--- config.mk ---
export PLATFORM = sky130hd
export DESIGN_NAME = obi_fetch_ctrl
export DESIGN_NICKNAME = d
export VERILOG_FILES = /design/src/design/fetch_pkg.sv /design/src/design/obi_fetch_ctrl.sv
export SDC_FILE = /design/constraint.sdc
export NUM_CORES = 1
export LEC_CHECK = 0
export ABC_AREA = 1
export CORE_MARGIN = 2
export CORE_UTILIZATION = 40
export DETAILED_ROUTE_END_ITERATION = 12
export DONT_BUFFER_PORTS = 1
export GPL_ROUTABILITY_DRIVEN = 0
export PLACE_DENSITY = 0.55
export SETUP_SLACK_MARGIN = 0.3
export SLEW_MARGIN = 10
export SYNTH_ARGS = -nofsm -noshare
export SYNTH_HDL_FRONTEND = slang
export SYNTH_SLANG_ARGS = --single-unit
--- constraint.sdc ---
create_clock -name clk_i -period 2.7 [get_ports clk_i]
set_clock_uncertainty 0.15 [all_clocks]
set_input_delay 0.81 -clock clk_i [delete_from_list [all_inputs] [get_ports clk_i]]
set_output_delay 0.81 -clock clk_i [all_outputs]
set_load 0.1 [all_outputs]
--- src/design/fetch_pkg.sv ---
`default_nettype none

package fetch_pkg;

    ////////////////////////////////////////////////////////////////////////////
    // Control-flow kinds
    ////////////////////////////////////////////////////////////////////////////

    // Kind of control transfer reported by decode and execute
    typedef enum logic [1:0] {
        PC_NEXT   = 2'b00,
        PC_JUMP   = 2'b01,
        PC_BRANCH = 2'b10,
        PC_MRET   = 2'b11
    } pc_source_t;

    ////////////////////////////////////////////////////////////////////////////
    // Fetch widths and constants
    ////////////////////////////////////////////////////////////////////////////

    // Address and data word width
    localparam int unsigned XLEN = 32;

    // Boot address is given in words, two low bits are implied zero
    localparam int unsigned BOOT_ADDR_W = 30;

    // PC increments in bytes
    localparam logic [XLEN-1:0] ILEN_FULL = 32'd4;
    localparam logic [XLEN-1:0] ILEN_COMP = 32'd2;

    // Every fetch reads the whole word
    localparam logic [3:0] FULL_BE = 4'b1111;

endpackage

`default_nettype wire

--- src/design/obi_fetch_ctrl.sv ---
`default_nettype none

module obi_fetch_ctrl (
    input  logic                       clk_i,
    input  logic                       rst_n_i,

    // Core side
    input  logic                       issue_en_i,
    input  logic                       flush_i,
    input  logic [fetch_pkg::XLEN-1:0] addr_i,
    output logic                       resp_valid_o,
    output logic [fetch_pkg::XLEN-1:0] resp_rdata_o,

    // OBI master, read only
    output logic                       obi_req_o,
    input  logic                       obi_gnt_i,
    output logic [fetch_pkg::XLEN-1:0] obi_addr_o,
    output logic                       obi_we_o,
    output logic [3:0]                 obi_be_o,
    output logic [fetch_pkg::XLEN-1:0] obi_wdata_o,
    input  logic                       obi_rvalid_i,
    output logic                       obi_rready_o,
    input  logic [fetch_pkg::XLEN-1:0] obi_rdata_i
);

    // One state bit where low is idle and high waits for a response
    logic                       wait_resp_q;
    logic                       req_q;
    logic                       drop_q;
    logic [fetch_pkg::XLEN-1:0] addr_q;

    logic                       issue;
    logic                       granted;
    logic                       resp_done;
    logic                       drop_set;

    // New request only from idle with nothing pending
    // A redirect in this cycle would fetch a stale address
    assign issue = !wait_resp_q && !req_q && issue_en_i && !flush_i;

    assign granted   = req_q && obi_gnt_i;
    assign resp_done = wait_resp_q && obi_rvalid_i;

    // Flush hits a fetch that will still answer after this cycle
    assign drop_set = flush_i && (req_q || (wait_resp_q && !obi_rvalid_i));

    ////////////////////////////////////////////////////////////////////////////
    // Request and response tracking
    ////////////////////////////////////////////////////////////////////////////

    always_ff @(posedge clk_i or negedge rst_n_i) begin
        if (!rst_n_i) begin
            wait_resp_q <= 1'b0;
            req_q       <= 1'b0;
            drop_q      <= 1'b0;
        end else begin
            // req holds until the slave grants it
            if (issue) begin
                req_q <= 1'b1;
            end else if (granted) begin
                req_q <= 1'b0;
            end
            if (granted) begin
                wait_resp_q <= 1'b1;
            end else if (resp_done) begin
                wait_resp_q <= 1'b0;
            end
            // Drop flag lives until the stale response is swallowed
            if (drop_set) begin
                drop_q <= 1'b1;
            end else if (resp_done) begin
                drop_q <= 1'b0;
            end
        end
    end

    // Address is captured once per request
    always_ff @(posedge clk_i) begin
        if (issue) begin
            addr_q <= addr_i;
        end
    end

    assign obi_req_o    = req_q;
    assign obi_addr_o   = addr_q;
    assign obi_we_o     = 1'b0;
    assign obi_be_o     = fetch_pkg::FULL_BE;
    assign obi_wdata_o  = '0;
    // Stage never back-pressures a response
    assign obi_rready_o = 1'b1;

    // Response passes straight through unless it belongs to a flushed fetch
    assign resp_valid_o = resp_done && !drop_q && !flush_i;
    assign resp_rdata_o = obi_rdata_i;

    ////////////////////////////////////////////////////////////////////////////
    // Protocol checks
    ////////////////////////////////////////////////////////////////////////////

    a_addr_stable: assert property (@(posedge clk_i) disable iff (!rst_n_i)
        obi_req_o && !obi_gnt_i |=> $stable(obi_addr_o));

    a_req_until_gnt: assert property (@(posedge clk_i) disable iff (!rst_n_i)
        obi_req_o && !obi_gnt_i |=> obi_req_o);

    // Slave must not answer without a granted request
    a_no_rvalid_idle: assert property (@(posedge clk_i) disable iff (!rst_n_i)
        !wait_resp_q |-> !obi_rvalid_i);

    // Drop flag only stands while the flushed fetch is still in flight
    // A lingering flag would swallow the next good response
    a_drop_in_flight: assert property (@(posedge clk_i) disable iff (!rst_n_i)
        drop_q |-> (req_q || wait_resp_q));

endmodule

`default_nettype wire

==> results of run 1 <==
synthesized netlist by cell type:
| cell | number | share of area |
|---|---|---|
| buf_4 | 70 | 0.32 |
| conb_1 | 2 | 0.0046 |
| dfrtp_1 | 3 | 0.046 |
| edfxtp_1 | 32 | 0.59 |
| inv_1 | 5 | 0.011 |
| nand2_1 | 8 | 0.018 |
| nand3_1 | 1 | 0.0031 |
| nor2_1 | 1 | 0.0023 |
| nor3_1 | 1 | 0.0031 |
| o21ai_1 | 1 | 0.0031 |
registers in the layout, indices dropped and copies added, names as in the netlist:
register / count
obi_addr_o: 32
drop_q: 1
obi_req_o: 1
wait_resp_q: 1
cell families after synthesis:
logic type      synth area share
simple gates              0.0268
flops                      0.633
buf+inv                    0.333
compound gates           0.00306
other cells              0.00459
critical path: cells and delay by family:
family,cells,cell delay (ps)
buffers and inverters,1,310
and+or+nand+nor,2,200
report_power, final:
| part | leakage, nW | internal (mW) | switching (mW) |
|---|---|---|---|
| Combinational | 0.347 | 0.0406 | 0.453 |
| Sequential | 0.332 | 0.636 | 0.0340 |
| Clock | 0.0581 | 0.275 | 0.183 |
| Total | 0.737 | 0.951 | 0.670 |
final timing paths:
check | end | slack [ps] | cells after the start
hold reg to reg | drop_q | 420 | 2
max in group asynchronous | drop_q | 2260 | 0
setup / recovery | resp_valid_o | 420 | 3
hold / removal | wait_resp_q | 70 | 0
min in group clk_i | drop_q | 420 | 2
setup reg to reg | obi_addr_o[9] | 660 | 4
per-layer routing:
metal | part of all wire | global-route usage | up-vias
met5 | 0 | 0 | -
met3 | 0.19 | 0.0970 | 6
li1 | - | - | 308
met2 | 0.54 | 0.203 | 93
met4 | 0.012 | 0.0375 | 0
met1 | 0.26 | 0.0796 | 315
area by class of cell:
cell class              instances  area [µm²]
clock inverters                 3        43.8
well taps                      50        62.6
repair buffers                 34         255
multi-input cells              50         203
fillers                       378        2280
inverters                       5        18.8
clock buffers                   5        68.8
flip-flops and latches         35        1040
layout by cell type, fill, tap and decap left out:
master / Yosys / layout
nand3_1: 1 / 1
nor3_4: 0 / 1
clkinv_2: 0 / 1
inv_1: 5 / 5
o21ai_1: 1 / 1
edfxtp_1: 32 / 32
nor2_1: 1 / 1
clkbuf_8: 0 / 5
nand2_1: 8 / 8
dfrtp_1: 3 / 3
conb_1: 2 / 38
bufinv_16: 0 / 1
clkinv_4: 0 / 1
buf_4: 70 / 34
metrics by stage:
| step | area [µm²] | total power, mW | utilization | instances | worst slack [ps] |
|---|---|---|---|---|---|
| 2_1_floorplan | 1780 | 1.39 | - | 160 | 101 |
| 3_3_place_gp | 1580 | 1.17 | 0.397 | 174 | 445 |
| 4_1_cts | 1690 | 1.64 | 0.425 | 182 | 415 |
| 3_5_place_dp | 1580 | 1.18 | 0.397 | 174 | 415 |
| 5_1_grt | 1690 | 1.68 | 0.425 | 182 | 387 |
| 6_report | 1690 | 1.62 | 0.425 | 182 | 421 |
==> reports/qor.yml, run 1 <==
postSynthAreaPerCell_um2: 13.2
cts-root-buf: "clkbuf_8"
die_y_um: 68.0
maxCapViolCount: 0
min_path_type: "in -> async"
tightest_slew_ps: 957
antenna_cells: 0
grt_usage: 0.111
hold_viol: 0
cp.required_ps: 1740
setup_viol: 0
grt_first_pass_wirelength_um: 3510
cp.arrival_ps: 1320
path_cells: "nand2_1 > nor3_4 > buf_4"
holdWs_ps: 71.5
synth_area_um2: 1640
die-width_um: 68.0
place_hpwl_um: 2480
start_util: 0.412
fin_crit_ps: 2280
initialDrtViolationCount: 29
yosysUniqueCellTypes: 10
peakVddDrop_mv: 0.337
cts.sinks: 35
setup_tns_ps: 0
h-tree-depth: 2
area_growth_pct: 3.13
cts_tree: "yes"
routedWlPerCell_um: 16.1
cp-startpoint: "obi_rvalid_i"
crit_fanout: 2
worstSetupPathType: "in -> out"
drc: 0
ys_seq_area_frac: 0.633
worst_setup_path_end_kind: "primary output"
synth-seq-cells: 35
clkTransAtPathRegs_ps: 70
cts_resized: 0
finalNetCount: 201
syn_inst: 124
clk_latency_ps: 270
drt_wl_total_um: 2930
numCtsBuffers: 5
portBuffers: 0
crit_slowest_cell: "buf_4"
antenna_found_initial: 0
fmax_ghz: 0.439
max_stage_delay_ps: 310
cts_setup_buffers: 0
power.density_nw_per_um2: 961
die-area_um2: 4620
ios: 174
outcome: "finished, final reports clean"
clockBufferDepth: 2
grt_max_degree: 33
critPathLaunchType: "input port"
drv_slew: 0
rows: 23
core_area_um2: 3970
relSlewSlack: 0.362
synth-warning-count: 0
ant_nets: 0
rsz0062_at_grt: "no"
power.leakage_nw: 0.737
grt_overflow: 0
final_layout_size_suffix_gt1_frac: 0.326
postCtsHoldBufs: 0
dr.pass1.iters: 3
grt_pass1_vias: 646
num_vias: 722
r2r_start: "obi_req_o"
period_share: 0.844
viasPerCell: 3.97
Power figures use the tool's default switching activity.
==> run 2: changes to the inputs <==
- ABC_AREA: 1 -> 0
- clock period: 2.7 -> 2.1 ns (I/O delays scaled with it)
==> run 2 against run 1 <==
Net effect: critical path depth stayed put; register-to-register slack worse by 220 ps; utilization is 0.91 points higher; routed wire length is 7.0% lower; clock-buffer cell count is 3 higher; die area is 0.37% lower; global-route usage is 0.53 points lower; first-iteration DRC count is 38% lower.
==> reports/qor.yml, run 2 <==
hold_path_startpoint: "addr_i[30]"
clkTransAtPathRegs_ps: 70
path_cells: "nand2_1 > nor3_4 > buf_12"
syn_inst: 117
min_path_type: "in -> reg"
grt_pass1_vias: 615
area_growth_pct: 5.76
whs_endpoint: "obi_addr_o[30]"
initialDrtViolationCount: 18
internal_power_mw: 1.19
clkPwrFrac: 0.252
critPathLaunchType: "flop"
start_util: 0.411
cp.required_ps: 1320
antenna_cells: 0
p_sw_uw: 838
synth_top_area_cell: "edfxtp_1"
synth-seq-cells: 35
grt_usage: 0.105
postSynthAreaPerCell_um2: 13.9
hold_viol: 0
yosysUniqueCellTypes: 11
r2r_cells: 2
grt_max_degree: 34
clk_latency_ps: 280
synth_area_um2: 1630
synthArstFlopShare: 0.0857
synth_ff_type: "edfxtp_1"
combPwrFrac: 0.320
place_hpwl_um: 2230
final_layout_size_suffix_gt1_frac: 0.354
synth-warning-count: 0
ff2ff_setup_slack_ps: 440
die_y_um: 67.8
core_area_um2: 3970
cts_resized: 0
instances_no_fill: 177
finalNetCount: 196
finalWorstSetupSlack_ps: 224
fmax_ghz: 0.533
h-tree-depth: 2
drc: 0
die-area_um2: 4600
rsz0062_at_grt: "yes"
die-width_um: 67.8
crit_fanout: 2
holdWs_ps: 294
rows: 23
synth.most_common_cell: "buf_4"
worstSetupPathType: "reg -> out"
period_share: 0.893
dp.cells: 167
synth_top_cell_area_share: 0.589
cts.sinks: 35
routedWlPerCell_um: 15.4
final_common_cell: "conb_1"
peakVddDrop_mv: 0.500
portBuffers: 0
worst_setup_path_end_kind: "primary output"
r2r_start: "obi_req_o"
cp.arrival_ps: 1100
place_ws_ps: 234
drv_slew: 0
final_util: 0.434
drt_wl_total_um: 2730
largest_reg_flops: 32
cts-root-buf: "clkbuf_8"
clockBufferDepth: 2
critical_path_buf_inv_count: 1
crit_slowest_cell: "dfrtp_1"
num_vias: 711
numCtsBuffers: 5
viasPerCell: 4.02
ios: 174
ant_nets: 0
p_sw_frac: 0.414
synth_common_cells: "buf_4, edfxtp_1, dfrtp_1, nand2_1"
ys_seq_area_frac: 0.635
regToRegEndpoint: "obi_addr_o[16]"
maxCapViolCount: 0
antenna_found_initial: 0
p_seq_frac: 0.428
outcome: "finished, final reports clean"
setup_tns_ps: 0
power.leakage_nw: 0.733
grt_overflow: 0
min_path_cells: 0
synth-edff-count: 32
dr.pass1.iters: 3
max_stage_delay_ps: 350
power.density_nw_per_um2: 1170
timing.critical_path.max_delay_family: "flip-flops"
setup_viol: 0
grt_first_pass_wirelength_um: 3230
final_cell_mix: "conb_1, buf_4, edfxtp_1"
synth.area.top_cells: "edfxtp_1, buf_4, dfrtp_1"
cts_tree: "yes"
fin_crit_ps: 1880
==> run 2: stage by stage <==
stage          cell area [µm²]  total power [mW]
2_1_floorplan             1790              1.80
3_3_place_gp              1610              1.52
3_5_place_dp              1610              1.52
4_1_cts                   1720              2.04
5_1_grt                   1720              2.09
6_report                  1720              2.02
==> run 2: cells by family after synthesis <==
group	count (synthesis)	share of synthesized area
AO/OA/AOI/OAI	3	0.0123
buffers and inverters	71	0.325
flip-flops	35	0.635
AND/OR/NAND/NOR	6	0.0230
other	2	0.00461
==> run 2: per-layer routing <==
layer  GRT usage  vias to the layer above  part of all wire
met2       0.180                       85              0.53
met5           0                        -                 0
met1      0.0858                      322              0.28
met3      0.0839                        6              0.18
met4      0.0525                        0             0.015
li1            -                      298                 -
==> run 2: area by class of cell <==
class,instances,area (µm²)
fill,371,2250
sequential,35,1040
timing repair buffer,36,298
multi-input combinational,47,220
clock buffer,8,100
tap,50,62.6
inverter,1,3.75
==> run 2: worst max path at each step <==
stage | from | to | slack [ps] | depth (start not counted)
after floorplan | obi_req_o | obi_addr_o[0] | -270 | 1
after detailed placement | obi_rvalid_i | resp_valid_o | 230 | 3
final | wait_resp_q | resp_valid_o | 220 | 3
after global placement | obi_rvalid_i | resp_valid_o | 260 | 3
after CTS | drop_q | resp_valid_o | 210 | 2
after global routing | wait_resp_q | resp_valid_o | 170 | 3
==> run 2: power by group through the flow <==
| stage | Combinational, mW | Sequential (mW) | Clock [mW] |
|---|---|---|---|
| final | 0.648 | 0.866 | 0.510 |
| after global routing | 0.663 | 0.871 | 0.560 |
| after CTS | 0.648 | 0.866 | 0.530 |
| after detailed placement | 0.639 | 0.883 | 0 |
| after global placement | 0.636 | 0.881 | 0 |
| after floorplan | 0.675 | 1.12 | 0 |
==> run 2: what timing repair did <==
| item | in CTS | in global routing |
|---|---|---|
| hold buffers | 1 | 0 |
| buffers inserted | 1 | 0 |
| setup endpoints to repair | 1 | 1 |
| endpoints found under the hold margin | 3 | 0 |
| pin swaps | 1 | 0 |
==> run 2: worst register-to-register path: cells and delay by family, from the launching register on <==
| kind | cells | cell delay (ps) |
|---|---|---|
| buf+inv | 1 | 250 |
| simple gates | 1 | 320 |
| flops | 1 | 640 |
==> run 3: changes to the inputs <==
- SETUP_SLACK_MARGIN: 0.3 -> 0.5
==> run 3 against run 2 <==
Net effect: critical path depth shrank 1; clock-buffer cell count shrank 3; final cell count grew 7.9%; die area is the same; hold slack lost 1.2 ps; setup slack lost 17 ps; critical endpoint unchanged; sequential share of layout area shrank 9.7 points; critical path type unchanged.
==> reports/qor.yml, run 3 (synthesized netlist as in run 2, its figures left out) <==
antenna_found_initial: 1
fill_cells: 329
setup_viol: 0
internal_power_mw: 1.32
die-area_um2: 4600
area_growth_pct: 26.0
clkTransAtPathRegs_ps: 70
max_stage_delay_ps: 410
hold_viol: 0
initialDrtViolationCount: 57
place_ws_ps: 224
combPwrFrac: 0.341
design_area_um2: 2050
setup_tns_ps: 0
viasPerCell: 4.01
dr.pass1.iters: 2
critPathLaunchType: "flop"
path_cells: "nor3_4 > buf_12"
ant_nets: 0
finalNetCount: 209
outcome: "finished, final reports clean"
final_cell_mix: "conb_1, buf_6, edfxtp_1"
cts.sinks: 35
worst_setup_path_end_kind: "primary output"
min_path_cells: 0
largest_reg_flops: 32
routedWlPerCell_um: 14.2
h-tree-depth: 2
p_seq_frac: 0.399
numCtsBuffers: 5
portBuffers: 0
crit_fanout: 2
holdWs_ps: 293
grt_first_pass_wirelength_um: 3460
ios: 174
maxCapViolCount: 0
drv_slew: 0
place_hpwl_um: 2020
multi_input_area_um2: 220
cts_tree: "yes"
peakVddDrop_mv: 0.498
grt_overflow: 0
grt_pass1_vias: 714
grt_max_degree: 12
cts-root-buf: "clkbuf_8"
drc: 0
crit_slowest_cell: "dfrtp_1"
power.leakage_nw: 0.874
start_util: 0.411
fmax_ghz: 0.528
clkPwrFrac: 0.259
final_util: 0.517
rsz0062_at_grt: "yes"
place_area_um2: 1600
period_share: 0.901
fin_crit_ps: 1890
p_sw_uw: 868
num_vias: 765
p_sw_frac: 0.397
r2r_cells: 4
die_y_um: 67.8
cp.required_ps: 1320
cp.arrival_ps: 1110
ff_latch_area_um2: 1040
core_area_um2: 3970
finalWorstSetupSlack_ps: 207
drt_wl_total_um: 2720
grt_usage: 0.114
worstSetupPathType: "reg -> out"
min_path_type: "in -> reg"
clk_latency_ps: 280
die-width_um: 67.8
final_layout_size_suffix_gt1_frac: 0.414
power.density_nw_per_um2: 1060
rows: 23
clockBufferDepth: 2
run 3: critical path: cells and delay by family, from the launching register on:
kind | cells | cell delay (ps)
simple gates | 1 | 220
buf+inv | 1 | 200
flops | 1 | 410
run 3: final timing paths:
check | startpoint | end | slack, ps
max | drop_q | resp_valid_o | 210
min | addr_i[7] | obi_addr_o[7] | 290
max reg2reg | obi_req_o | obi_addr_o[14] | 370
min reg2reg | wait_resp_q | drop_q | 450
max in group asynchronous | rst_n_i | obi_req_o | 1180
min in group asynchronous | rst_n_i | obi_req_o | 450
run 3: stage by stage:
| step | cells | total power, mW |
|---|---|---|
| floorplan | 153 | 1.84 |
| global placement | 168 | 1.51 |
| detailed placement | 168 | 1.52 |
| CTS | 189 | 2.20 |
| global route | 190 | 2.27 |
| finish | 191 | 2.19 |
run 3: per-layer routing:
metal  wire (µm)  part of all wire  up-vias  global-route usage
met4          95             0.035        0              0.0850
met5           0                 0        -                   0
met2        1450              0.53       76               0.185
met3         459              0.17       18              0.0888
li1            -                 -      327                   -
met1         712              0.26      344              0.0892
run 3: power by group through the flow:
stage                     combinational, mW  sequential (mW)  clock [mW]
after detailed placement              0.635            0.884           0
after CTS                             0.738            0.873       0.591
after global placement                0.632            0.881           0
after floorplan                       0.723             1.12           0
after global routing                  0.766            0.877       0.623
final                                 0.746            0.873       0.567
run 3: layout make-up:
| class | instances | area share |
|---|---|---|
| flip-flops and latches | 35 | 0.506 |
| repair buffers | 49 | 0.301 |
| multi-input cells | 47 | 0.107 |
| clock buffers | 5 | 0.0335 |
| well taps | 50 | 0.0305 |
| clock inverters | 3 | 0.0189 |
| inverters | 1 | 0.00183 |
| diodes | 1 | 0.00122 |
run 3: timing repair:
action,CTS,global route
pin swaps,1,0
gates cloned,4,0
setup endpoints to repair,66,67
hold endpoints to repair,3,0
hold buffers,1,0
buffers inserted,8,1
resized for setup,46,3
