<file path="src/design/fetch_pkg.sv">
`default_nettype none

package fetch_pkg;

    ////////////////////////////////////////////////////////////////////////////
    // Control-flow kinds
    ////////////////////////////////////////////////////////////////////////////

    // Kind of control transfer reported by decode and execute
    typedef enum logic [1:0] {
        PC_NEXT   = 2'b00,
        PC_JUMP   = 2'b01,
        PC_BRANCH = 2'b10,
        PC_MRET   = 2'b11
    } pc_source_t;

    ////////////////////////////////////////////////////////////////////////////
    // Fetch widths and constants
    ////////////////////////////////////////////////////////////////////////////

    // Address and data word width
    localparam int unsigned XLEN = 32;

    // Boot address is given in words, two low bits are implied zero
    localparam int unsigned BOOT_ADDR_W = 30;

    // PC increments in bytes
    localparam logic [XLEN-1:0] ILEN_FULL = 32'd4;
    localparam logic [XLEN-1:0] ILEN_COMP = 32'd2;

    // Every fetch reads the whole word
    localparam logic [3:0] FULL_BE = 4'b1111;

endpackage

`default_nettype wire

</file>
<file path="src/design/pc_controller.sv">
`default_nettype none

module pc_controller (
    // Current fetch address and the response that belongs to it
    input  logic [fetch_pkg::XLEN-1:0] curr_pc_i,
    input  logic                       is_compressed_i,
    input  logic                       resp_valid_i,

    // Trap and return from trap
    input  logic                       trap_id_i,
    input  logic                       trap_ex_i,
    input  logic                       is_mret_i,
    input  logic [fetch_pkg::XLEN-1:0] mtvec_i,
    input  logic [fetch_pkg::XLEN-1:0] mepc_i,

    // Jump from decode
    input  logic                       valid_id_i,
    input  fetch_pkg::pc_source_t      pc_source_id_i,
    input  logic [fetch_pkg::XLEN-1:0] jump_target_id_i,

    // Branch from execute
    input  logic                       valid_ex_i,
    input  fetch_pkg::pc_source_t      pc_source_ex_i,
    input  logic                       branch_decision_ex_i,
    input  logic [fetch_pkg::XLEN-1:0] branch_target_ex_i,

    // Next PC and its qualifiers
    output logic [fetch_pkg::XLEN-1:0] next_pc_o,
    output logic                       redirect_o,
    output logic                       pc_load_o
);

    logic                       branch_taken;
    logic                       jump_taken;
    logic [fetch_pkg::XLEN-1:0] seq_step;

    // Taken branch only counts when execute holds a valid branch
    assign branch_taken = valid_ex_i && branch_decision_ex_i
                          && (pc_source_ex_i == fetch_pkg::PC_BRANCH);

    // Jumps resolve in decode
    assign jump_taken = valid_id_i && (pc_source_id_i == fetch_pkg::PC_JUMP);

    // Sequential step follows the size of the word just fetched
    assign seq_step = is_compressed_i ? fetch_pkg::ILEN_COMP : fetch_pkg::ILEN_FULL;

    ////////////////////////////////////////////////////////////////////////////
    // Next PC selection
    ////////////////////////////////////////////////////////////////////////////

    always_comb begin
        next_pc_o  = curr_pc_i;
        redirect_o = 1'b1;
        pc_load_o  = 1'b1;
        // Older stage wins, so execute goes before decode
        if (trap_ex_i) begin
            next_pc_o = mtvec_i;
        end else if (branch_taken) begin
            next_pc_o = branch_target_ex_i;
        end else if (trap_id_i) begin
            next_pc_o = mtvec_i;
        end else if (is_mret_i) begin
            next_pc_o = mepc_i;
        end else if (jump_taken) begin
            next_pc_o = jump_target_id_i;
        end else begin
            // No redirect, advance only when a word was delivered
            redirect_o = 1'b0;
            pc_load_o  = resp_valid_i;
            next_pc_o  = curr_pc_i + seq_step;
        end
    end

endmodule

`default_nettype wire

</file>
<file path="config.mk">
export PLATFORM = sky130hd
export DESIGN_NAME = pc_controller
export DESIGN_NICKNAME = d
export VERILOG_FILES = /design/src/design/fetch_pkg.sv /design/src/design/pc_controller.sv
export SDC_FILE = /design/constraint.sdc
export NUM_CORES = 1
export LEC_CHECK = 0
export ABC_AREA = 1
export BUFFER_PORTS_ARGS = -buffer_cell sky130_fd_sc_hd__buf_2
export CORE_MARGIN = 2
export CORE_UTILIZATION = 45
export DETAILED_ROUTE_END_ITERATION = 8
export GPL_TIMING_DRIVEN = 0
export PLACE_DENSITY = 0.87
export SETUP_SLACK_MARGIN = 0.5
export SLEW_MARGIN = 20
export SYNTH_ARGS = -nofsm -noshare
export SYNTH_HDL_FRONTEND = slang
export SYNTH_SLANG_ARGS = --single-unit
</file>
<file path="constraint.sdc">
create_clock -name vclk -period 4.7
set_clock_uncertainty 0.05 [all_clocks]
set_input_delay 0.47 -clock vclk [all_inputs]
set_output_delay 0.47 -clock vclk [all_outputs]
set_load 0.01 [all_outputs]
</file>
==> results.md, run 1 <==
* # IOs at approximately 210
* Final Hold Viols at 0
* Final min period at about 2.9 ns
* Routed Wire Length at around 12000 um
* Critical path startpoint: is_compressed_i
* Row count at 28
* Syn Inst Count at between 500 and 600
* Mean routed wirelength per cell at about 14 um
* Seq cells at 0
* Initial antenna violation count at 0
* Post-synthesis mux area share at 0%
* Internal power at 0.140 mW
* Max frequency at 0.341 GHz
* Initial core utilization at 46.1%
* Nets@finish at 952
* Worst Hold Class: in2out
* Least-Margin Pin Slew at between 0.5 and 0.6 ns
* Adder-cell share of the synthesized area at under 10%
* Flop pwr share at 0%
* Die X-Extent at 81.6 um
* ANT cells at 0
* Final ANT Viol Nets at 0
* Pwr/cell area at around 84 nW/um^2
* Max-Cap Viols at 0
* Critical Path RT at 4.18 ns
* Logic pwr share at 100.0%
* P_leak at 2.24 nW
* Vias at between 4000 and 5000
* Share of cells above drive strength 1 at 31.1%
* Compound-Gate Fraction of Synth Area at a little under a quarter
* Core area at roughly 5900 um^2
* Mapped Area at 2710 um^2
* Total Die Area at approximately 6700 um^2
* Global-route wire length before repair at about 18000 um
* Die H at between 80 and 90 um
* RSZ-0062 raised after global routing: no
* XOR/XNOR share of the synthesized area at about 1.6%
* Hold Path Depth at 3
* Simple-Gate Fraction of Synth Area at 58.5%
* Cts repair resizes at 0
* Final-report setup violation count at 0
* Cell taking the most area after synthesis: nand2_1
* GRT Residual Overflow at 0
* Critical path type: in2out
* DP HPWL at around 10000 um
* Area Overhead vs Synth at 41.1%
* Worst Path Max Fanout at 7
* Post-route DRC violation count at 0
* Pin count of the biggest net entering global routing at 11
* Reg area at 0 um^2
* Fillers at between 500 and 600
* Critical path arrival at between 2 and 2.5 ns
* Post-Syn Area per Cell at 4.75 um^2
* Hold-fix buffers, CTS at 0
* Crit path to: next_pc_o[9]
* PnR Total Power at 0.323 mW
* Pre-Repair DR Iteration Count at 7
* Outcome: finished, final reports clean
* NetSw at 0.184 mW
* Tcrit/Tclk final at between 60% and 70%
* DRT iter0 DRCs at 340
* Post-CTS setup buffer count at 0
* Share of the synthesized area in the top cell type at between 20% and 30%
* Clock Buffer Count at 0
* Netlist cell types at 40
* CP Launch Type: input port
* Clock power share at 0%
* Largest family of logic cells by synthesized area: simple AND/OR/NAND/NOR gates
* Worst VDD drop at a little under 0.07 mV
* Seq/Total Area, Yosys at 0%
* GRT Resource Usage Total at between 30% and 40%
* Area occupied by multi-input gates at roughly 2300 um^2
* TNS Setup at 0 ns
* Vias per cell at about 5.4
* IO buf count at approximately 200
* Slew margin rel. at a little under two thirds
* Setup crit end kind: output port
* Sw Ratio at between 50 and 60%
* Synth area leaders: nand2_1, nor2_1, inv_1
* Vias in the first global route at about 4000
* Final Util at about 65%
* Pins Over Slew Limit at 0
* Syn. warnings at 0
* Synthesized Nets at about 750
* GPL Wtd Cong at between 0.9 and 1
## area by class of cell
| class | count | share of cell area (%) |
|---|---|---|
| well taps | 75 | 2.45 |
| inverters | 63 | 6.18 |
| multi-input cells | 480 | 60.5 |
| plain buffers | 28 | 4.15 |
| repair buffers | 204 | 26.7 |
## stage by stage
stage	hold slack (ns)	area (um^2)	std cells	setup slack [ns]
6_report	1.18	3830	850	1.77
5_1_grt	1.20	3830	850	1.64
4_1_cts	1.18	3830	850	1.80
3_5_place_dp	1.18	3830	850	1.81
3_3_place_gp	1.17	3830	850	1.86
2_1_floorplan	0.997	2710	571	2.24
## placed cells by master (no fill, tap or decap), drive strengths merged, types with 13 or more instances in the layout
master    n
a211oi   13
a221oi   14
buf     218
clkbuf   13
inv      62
nand2   219
nand3    42
nor2    102
o21ai    37
o221ai   13
## power groups by stage
stage	Sequential [mW]	Clock (mW)	Combinational, mW
after floorplan	0	0	0.167
after global routing	0	0	0.357
after CTS	0	0	0.317
after global placement	0	0	0.311
after detailed placement	0	0	0.316
final	0	0	0.323
## cells in the mapped netlist (3+ instances only)
cell,number
buf_2,10
xor2_1,3
a21oi_1,6
o21ai_1,3
inv_1,62
nand2_2,3
clkbuf_1,12
o21ai_0,33
a211oi_1,13
or2_2,7
nor2_1,95
nand2_1,214
nor2_4,4
o211ai_1,5
o221ai_1,13
a221oi_1,14
nand3_1,40
## critical path, cell delays in order
cell and delay (ns):
buf_2 0.12, ha_1 0.20, inv_1 0.06, fa_1 0.48, nor2_8 0.24, nand2_4 0.10
xnor2_1 0.14, o21ai_0 0.27, a21o_1 0.16, nand2_1 0.04, buf_2 0.13
## cells by family (layout without fill, tap and decap cells)
family,count (synthesis),count (layout)
XOR/XNOR,5,5
AO/OA/AOI/OAI,95,95
adder cells (fa/ha/maj),3,3
AND/OR/NAND/NOR,377,377
buffers and inverters,91,295
## worst min-delay path by stage
stage                          endpoint          from  slack [ns]
after floorplan               pc_load_o  resp_valid_i         1.0
after global placement        pc_load_o  resp_valid_i        1.17
after detailed placement      pc_load_o  resp_valid_i        1.18
after CTS                     pc_load_o  resp_valid_i        1.18
after global routing      next_pc_o[20]   mtvec_i[20]        1.20
final                         pc_load_o  resp_valid_i        1.18
## metal layers
| metal | global-route usage (%) | up-vias | wire length, um |
|---|---|---|---|
| met1 | 43.8 | 2017 | 5010 |
| met4 | 10.2 | 0 | 327 |
| li1 | - | 2268 | - |
| met2 | 60.8 | 272 | 5680 |
| met5 | 0 | - | 0 |
| met3 | 3.63 | 34 | 1140 |
Note: power is estimated with default switching activity, not from simulation.
==> run 2: changes to the inputs <==
--- a/config.mk
+++ b/config.mk
@@ -5,13 +5,13 @@
 export SDC_FILE = /design/constraint.sdc
 export NUM_CORES = 1
 export LEC_CHECK = 0
-export ABC_AREA = 1
+export ABC_AREA = 0
 export BUFFER_PORTS_ARGS = -buffer_cell sky130_fd_sc_hd__buf_2
 export CORE_MARGIN = 2
-export CORE_UTILIZATION = 45
+export CORE_UTILIZATION = 34
 export DETAILED_ROUTE_END_ITERATION = 8
 export GPL_TIMING_DRIVEN = 0
-export PLACE_DENSITY = 0.87
+export PLACE_DENSITY = 0.78
 export SETUP_SLACK_MARGIN = 0.5
 export SLEW_MARGIN = 20
 export SYNTH_ARGS = -nofsm -noshare
==> constraint.sdc (replaced) <==
create_clock -name vclk -period 2.45
set_clock_uncertainty 0.05 [all_clocks]
set_input_delay 0.245 -clock vclk [all_inputs]
set_output_delay 0.245 -clock vclk [all_outputs]
set_load 0.01 [all_outputs]
==> run 2 against run 1 <==
- core utilization increased by 0.94 points
- area after synthesis decreased by 24%
- non-clock buffer count increased by 17
- hold slack got worse by 0.47 ns
- design area increased by 1.4%
==> results.md, run 2 <==
* Hold-fix buffers, CTS at 0
* Share of cells above drive strength 1 at a little under three fifths
* Internal power at roughly 0.30 mW
* Area post-placement at between 3000 and 4000 um^2
* ANT cells at 0
* XOR/XNOR share of the synthesized area at just under 9%
* Share of the synthesized area in the top cell type at approximately 8.2%
* Syn. warnings at 0
* Final ANT Viol Nets at 0
* Sw Ratio at 53.3%
* Initial core utilization at 35.1%
* Seq cells at 0
* Post-Syn Area per Cell at around 6.3 um^2
* Adder-cell share of the synthesized area at under 10%
* Pins Over Slew Limit at 0
* Reg area at 0 um^2
* Critical Path RT at about 2.2 ns
* Pre-Repair DR Iteration Count at 5
* Fillers at around 530
* Core area at approximately 6000 um^2
* Synthesized Nets at between 500 and 600
* Netlist cell types at 60
* Seq/Total Area, Yosys at 0%
* Die X-Extent at approximately 82 um
* Pin count of the biggest net entering global routing at 11
* Critical path type: in2out
* DRT iter0 DRCs at 244
* NetSw at 0.346 mW
* Clock power share at 0%
* Tcrit/Tclk final at 97.8%
* Vias in the first global route at 3490
* Post-synthesis mux area share at 0%
* Clock Buffer Count at 0
* Cell taking the most area after synthesis: nand2_1
* Design area at between 3000 and 4000 um^2
* Row count at 28
* Commonest non-fill, non-tap cells in the layout: buf_2, nand2_1, a21oi_1
* Flop pwr share at 0%
* Area Overhead vs Synth at 88.2%
* Vias per cell at ~6.1
* PnR Total Power at roughly 0.65 mW
* Largest family of logic cells by synthesized area: compound AO/OA/AOI/OAI gates
* Outcome: finished, final reports clean
* Max frequency at 0.417 GHz
* Critical path arrival at between 2 and 2.5 ns
* IO buf count at 203
* # IOs at between 200 and 250
* Worst Hold Class: in2out
* Leading cell type in the layout, fill and taps excluded: buf_2
* Least-Margin Pin Slew at just over 0.7 ns
* GPL Wtd Cong at about 0.93
* Max-Cap Viols at 0
* Slew margin rel. at between 50% and 60%
* Post-route DRC violation count at 0
* Final Hold Viols at 0
* Compound-Gate Fraction of Synth Area at between 40% and 50%
* Area occupied by multi-input gates at around 2300 um^2
* DP HPWL at roughly 9000 um
* RSZ-0062 raised after global routing: yes
* GRT Resource Usage Total at about a third
* Mapped Area at 2060 um^2
* P_leak at around 1.8 nW
* Hold Path Depth at 3
* Simple-Gate Fraction of Synth Area at between 30% and 40%
* Dominant cell by count in the synthesized netlist: nand2_1
* Synth area leaders: nand2_1, a21oi_1, o21ai_0
* Setup crit end kind: output port
* Top cells by count, synth: nand2_1, a21oi_1, o21ai_0
* Final min period at roughly 2.4 ns
* Worst VDD drop at just under 0.1 mV
* Logic pwr share at between 90% and 100%
* Routed Wire Length at roughly 12000 um
* Syn Inst Count at about 330
* Nets@finish at roughly 730
* Total Die Area at about 6700 um^2
* Die H at between 80 and 90 um
* GRT Residual Overflow at 0
* Vias at about 3800
* Global-route wire length before repair at 17100 um
* Final-report setup violation count at 0
* Pwr/cell area at around 170 nW/um^2
* CP Launch Type: input port
* Initial antenna violation count at 0
* Worst Path Max Fanout at 3
* Mean routed wirelength per cell at ~19 um
[run 2: cell types whose count changed after synthesis, moves of 10 or more]
cell      delta
inv_1       -51
a21oi_1     +22
nor2_1      -77
o221ai_1    -10
nand3_1     -27
a211oi_1    -10
xor2_1      +12
nor3_1      +10
nand2_1    -169
[run 2: final timing paths]
| kind | slack (ns) | end | from |
|---|---|---|---|
| worst max-delay path | 0.05 | next_pc_o[11] | is_compressed_i |
| worst min-delay path | 0.71 | pc_load_o | resp_valid_i |
[run 2: critical path, stage by stage]
cell,delay [ns]
buf_8,0.08
ha_4,0.13
inv_2,0.04
fa_2,0.36
nand2b_4,0.17
buf_4,0.14
buf_6,0.13
nor3_4,0.22
xnor2_2,0.14
a21oi_1,0.08
o31a_1,0.23
buf_2,0.15
[run 2: layer usage]
layer  routed length [um]  up-vias  global-route usage, %
li1                     -     1745                      -
met1                 4640     1774                   41.9
met2                 5850      295                   59.0
met3                 1310       24                   2.97
met4                  263        0                   8.00
met5                    0        -                      0
[run 2: through the flow]
stage	instances	hold slack (ns)	setup WS [ns]	util (%)	setup TNS (ns)
floorplan	329	0.564	0.322	-	0
global placement	607	0.715	-0.426	55.1	-5.48
detailed placement	607	0.710	-0.427	55.1	-6.55
CTS	626	0.710	0.0350	61.8	0
global route	632	0.746	-0.0895	66.0	-0.111
finish	632	0.709	0.0534	66.0	0
[run 2: cell type report]
| type | count | share of cell area [%] |
|---|---|---|
| inverter | 11 | 1.13 |
| tap | 75 | 2.42 |
| buffer | 21 | 3.84 |
| multi-input combinational | 297 | 60.0 |
| timing repair buffer | 228 | 32.6 |
[run 2: power by group through the flow]
| stage | combinational [mW] | clock [mW] | sequential [mW] |
|---|---|---|---|
| 2_1_floorplan | 0.265 | 0 | 0 |
| 3_3_place_gp | 0.532 | 0 | 0 |
| 3_5_place_dp | 0.543 | 0 | 0 |
| 4_1_cts | 0.600 | 0 | 0 |
| 5_1_grt | 0.695 | 0 | 0 |
| 6_report | 0.650 | 0 | 0 |
[run 2: cells by family after synthesis]
family | after synthesis
adders and majority gates | 3
AOI/OAI and AO/OA | 131
buffers and inverters | 32
xor gates and xnor gates | 21
and+or+nand+nor | 142
[run 2: timing repair]
item	4_1_cts	5_1_grt
gates resized for setup	61	46
setup buffers	18	6
cloned	1	0
pin swaps	39	41
endpoints found under the setup margin	34	33
==> run 3: changes to the inputs <==
--- a/config.mk
+++ b/config.mk
@@ -5,13 +5,13 @@
 export SDC_FILE = /design/constraint.sdc
 export NUM_CORES = 1
 export LEC_CHECK = 0
-export ABC_AREA = 0
+export ABC_AREA = 1
 export BUFFER_PORTS_ARGS = -buffer_cell sky130_fd_sc_hd__buf_2
 export CORE_MARGIN = 2
-export CORE_UTILIZATION = 34
+export CORE_UTILIZATION = 39
 export DETAILED_ROUTE_END_ITERATION = 8
 export GPL_TIMING_DRIVEN = 0
-export PLACE_DENSITY = 0.78
+export PLACE_DENSITY = 0.8
 export SETUP_SLACK_MARGIN = 0.5
 export SLEW_MARGIN = 20
 export SYNTH_ARGS = -nofsm -noshare
==> run 3 against run 2 <==
- setup slack improved by 0.19 ns
- power rose by 7.2%
- global-route usage fell by 0.96 points
- cell count rose by 37%
- largest power group unchanged
- largest cell class unchanged
- highest routed layer unchanged
- non-clock buffer count fell by 6
==> results.md, run 3 (synthesis gave the netlist of run 1 again) <==
* Outcome: finished, final reports clean
* Row count at 30
* Max-Cap Viols at 0
* Final min period at 2.21 ns
* Die H at roughly 87 um
* Setup crit end kind: output port
* Worst Path Max Fanout at 6
* Worst setup margin at about 0.24 ns
* Pre-CTS setup slack at between 0.08 and 0.09 ns
* Post-route DRC violation count at 0
* Internal power at roughly 0.3 mW
* Share of cells above drive strength 1 at ~39%
* Critical path arrival at between 1.5 and 2 ns
* Vias in the first global route at ~4200
* Tcrit/Tclk final at approximately 90%
* Area post-placement at around 3800 um^2
* ANT cells at 0
* Pins Over Slew Limit at 0
* NetSw at approximately 0.39 mW
* Die X-Extent at just under 90 um
* TNS Setup at 0 ns
* Sw Ratio at between 50% and 60%
* Flop pwr share at 0%
* Initial core utilization at 40.1%
* Least-Margin Pin Slew at around 0.54 ns
* Final ANT Viol Nets at 0
* # IOs at about 210
* GPL Wtd Cong at between 0.8 and 0.9
* Hold Startpoint: mtvec_i[30]
* Initial antenna violation count at 0
* Hold-fix buffers, CTS at 0
* Worst VDD drop at 0.0908 mV
* Commonest non-fill, non-tap cells in the layout: buf_2, nand2_1, nor2_1
* Worst Hold Class: in2out
* Vias at about 4800
* Fin cells at 866
* CP Launch Type: input port
* Slew margin rel. at roughly 64%
* Seq cells at 0
* DRT iter0 DRCs at 351
* Critical Path RT at approximately 2.2 ns
* Pre-Repair DR Iteration Count at 5
* IO buf count at ~200
* Routed Wire Length at between 10000 and 15000 um
* Clock Buffer Count at 0
* Max frequency at 0.453 GHz
* P_leak at between 2 and 2.5 nW
* Reg area at 0 um^2
* Total Die Area at around 7600 um^2
* Clock power share at 0%
* Design area at roughly 4200 um^2
* Final-report setup violation count at 0
* Hold Path Depth at 4
* Core area at 6760 um^2
* Area Overhead vs Synth at 55.6%
* GRT Resource Usage Total at between 30% and 40%
* Mean routed wirelength per cell at between 15 and 20 um
* Vias per cell at 5.50
* Logic pwr share at 100.0%
* Nets@finish at 963
* Global-route wire length before repair at roughly 19000 um
* RSZ-0062 raised after global routing: yes
* DP HPWL at 10900 um
* Leading cell type in the layout, fill and taps excluded: buf_2
* Hold path endpoint: next_pc_o[30]
* Pwr/cell area at ~170 nW/um^2
* Final Hold Viols at 0
* Inst Count DP at between 800 and 900
* GRT Residual Overflow at 0
* Critical path type: in2out
* Pin count of the biggest net entering global routing at 11
-- run 3: changes by cell type in the layout (fill, tap and decap cells not counted), sizes merged, moves of 12 or more --
cell   previous run  this run
xor2             15         3
nor2             18       102
nand2            45       219
inv              11        62
nand3            13        42
a21oi            28         6
-- run 3: worst max path at each step --
stage / to / cells after the start / slack, ns / startpoint
floorplan: next_pc_o[13] / 11 / 0.53 / curr_pc_i[1]
global placement: next_pc_o[9] / 11 / 0.09 / is_compressed_i
detailed placement: next_pc_o[9] / 11 / 0.08 / is_compressed_i
CTS: next_pc_o[27] / 15 / 0.26 / is_compressed_i
global route: next_pc_o[19] / 15 / 0.11 / is_compressed_i
finish: next_pc_o[27] / 15 / 0.24 / is_compressed_i
-- run 3: final cells by class --
class	count	area [um^2]
plain buffers	28	164
fillers	690	2540
inverters	63	245
multi-input cells	480	2560
well taps	80	100
repair buffers	215	1150
-- run 3: per-stage QoR --
step	hold WS [ns]	utilization, %	power (mW)
after detailed placement	0.736	56.8	0.615
final	0.736	62.5	0.697
after floorplan	0.547	-	0.321
after global placement	0.708	56.8	0.605
after CTS	0.736	59.6	0.647
after global routing	0.748	62.5	0.758
-- run 3: power groups by stage --
stage	logic [mW]	registers [mW]	clock network, mW
floorplan	0.321	0	0
global placement	0.605	0	0
detailed placement	0.615	0	0
CTS	0.647	0	0
global route	0.758	0	0
finish	0.697	0	0
-- run 3: critical path, stage by stage --
cell	delay, ns
buf_8	0.08
ha_4	0.13
inv_2	0.03
fa_2	0.38
nor2_8	0.20
nand2_4	0.12
nor2_4	0.15
nand2_1	0.06
nand2_1	0.07
nand3_2	0.07
nand2_2	0.08
nand2_1	0.06
nand2_1	0.06
nand2_1	0.04
buf_2	0.13
-- run 3: per-layer routing --
layer  track usage (%)  up-vias  share of wire (%)
met2              58.6      316                 50
met5                 0        -                  0
li1                  -     2288                  -
met3              3.13       46                8.9
met1              38.5     2111                 38
met4              9.93        0                3.7
-- run 3: repair_timing --
item / 4_1_cts / 5_1_grt
resized for setup: 46 / 52
buffers inserted: 4 / 7
pin swaps: 16 / 35
hold endpoints to repair: 0 / 0
endpoints found under the setup margin: 27 / 32
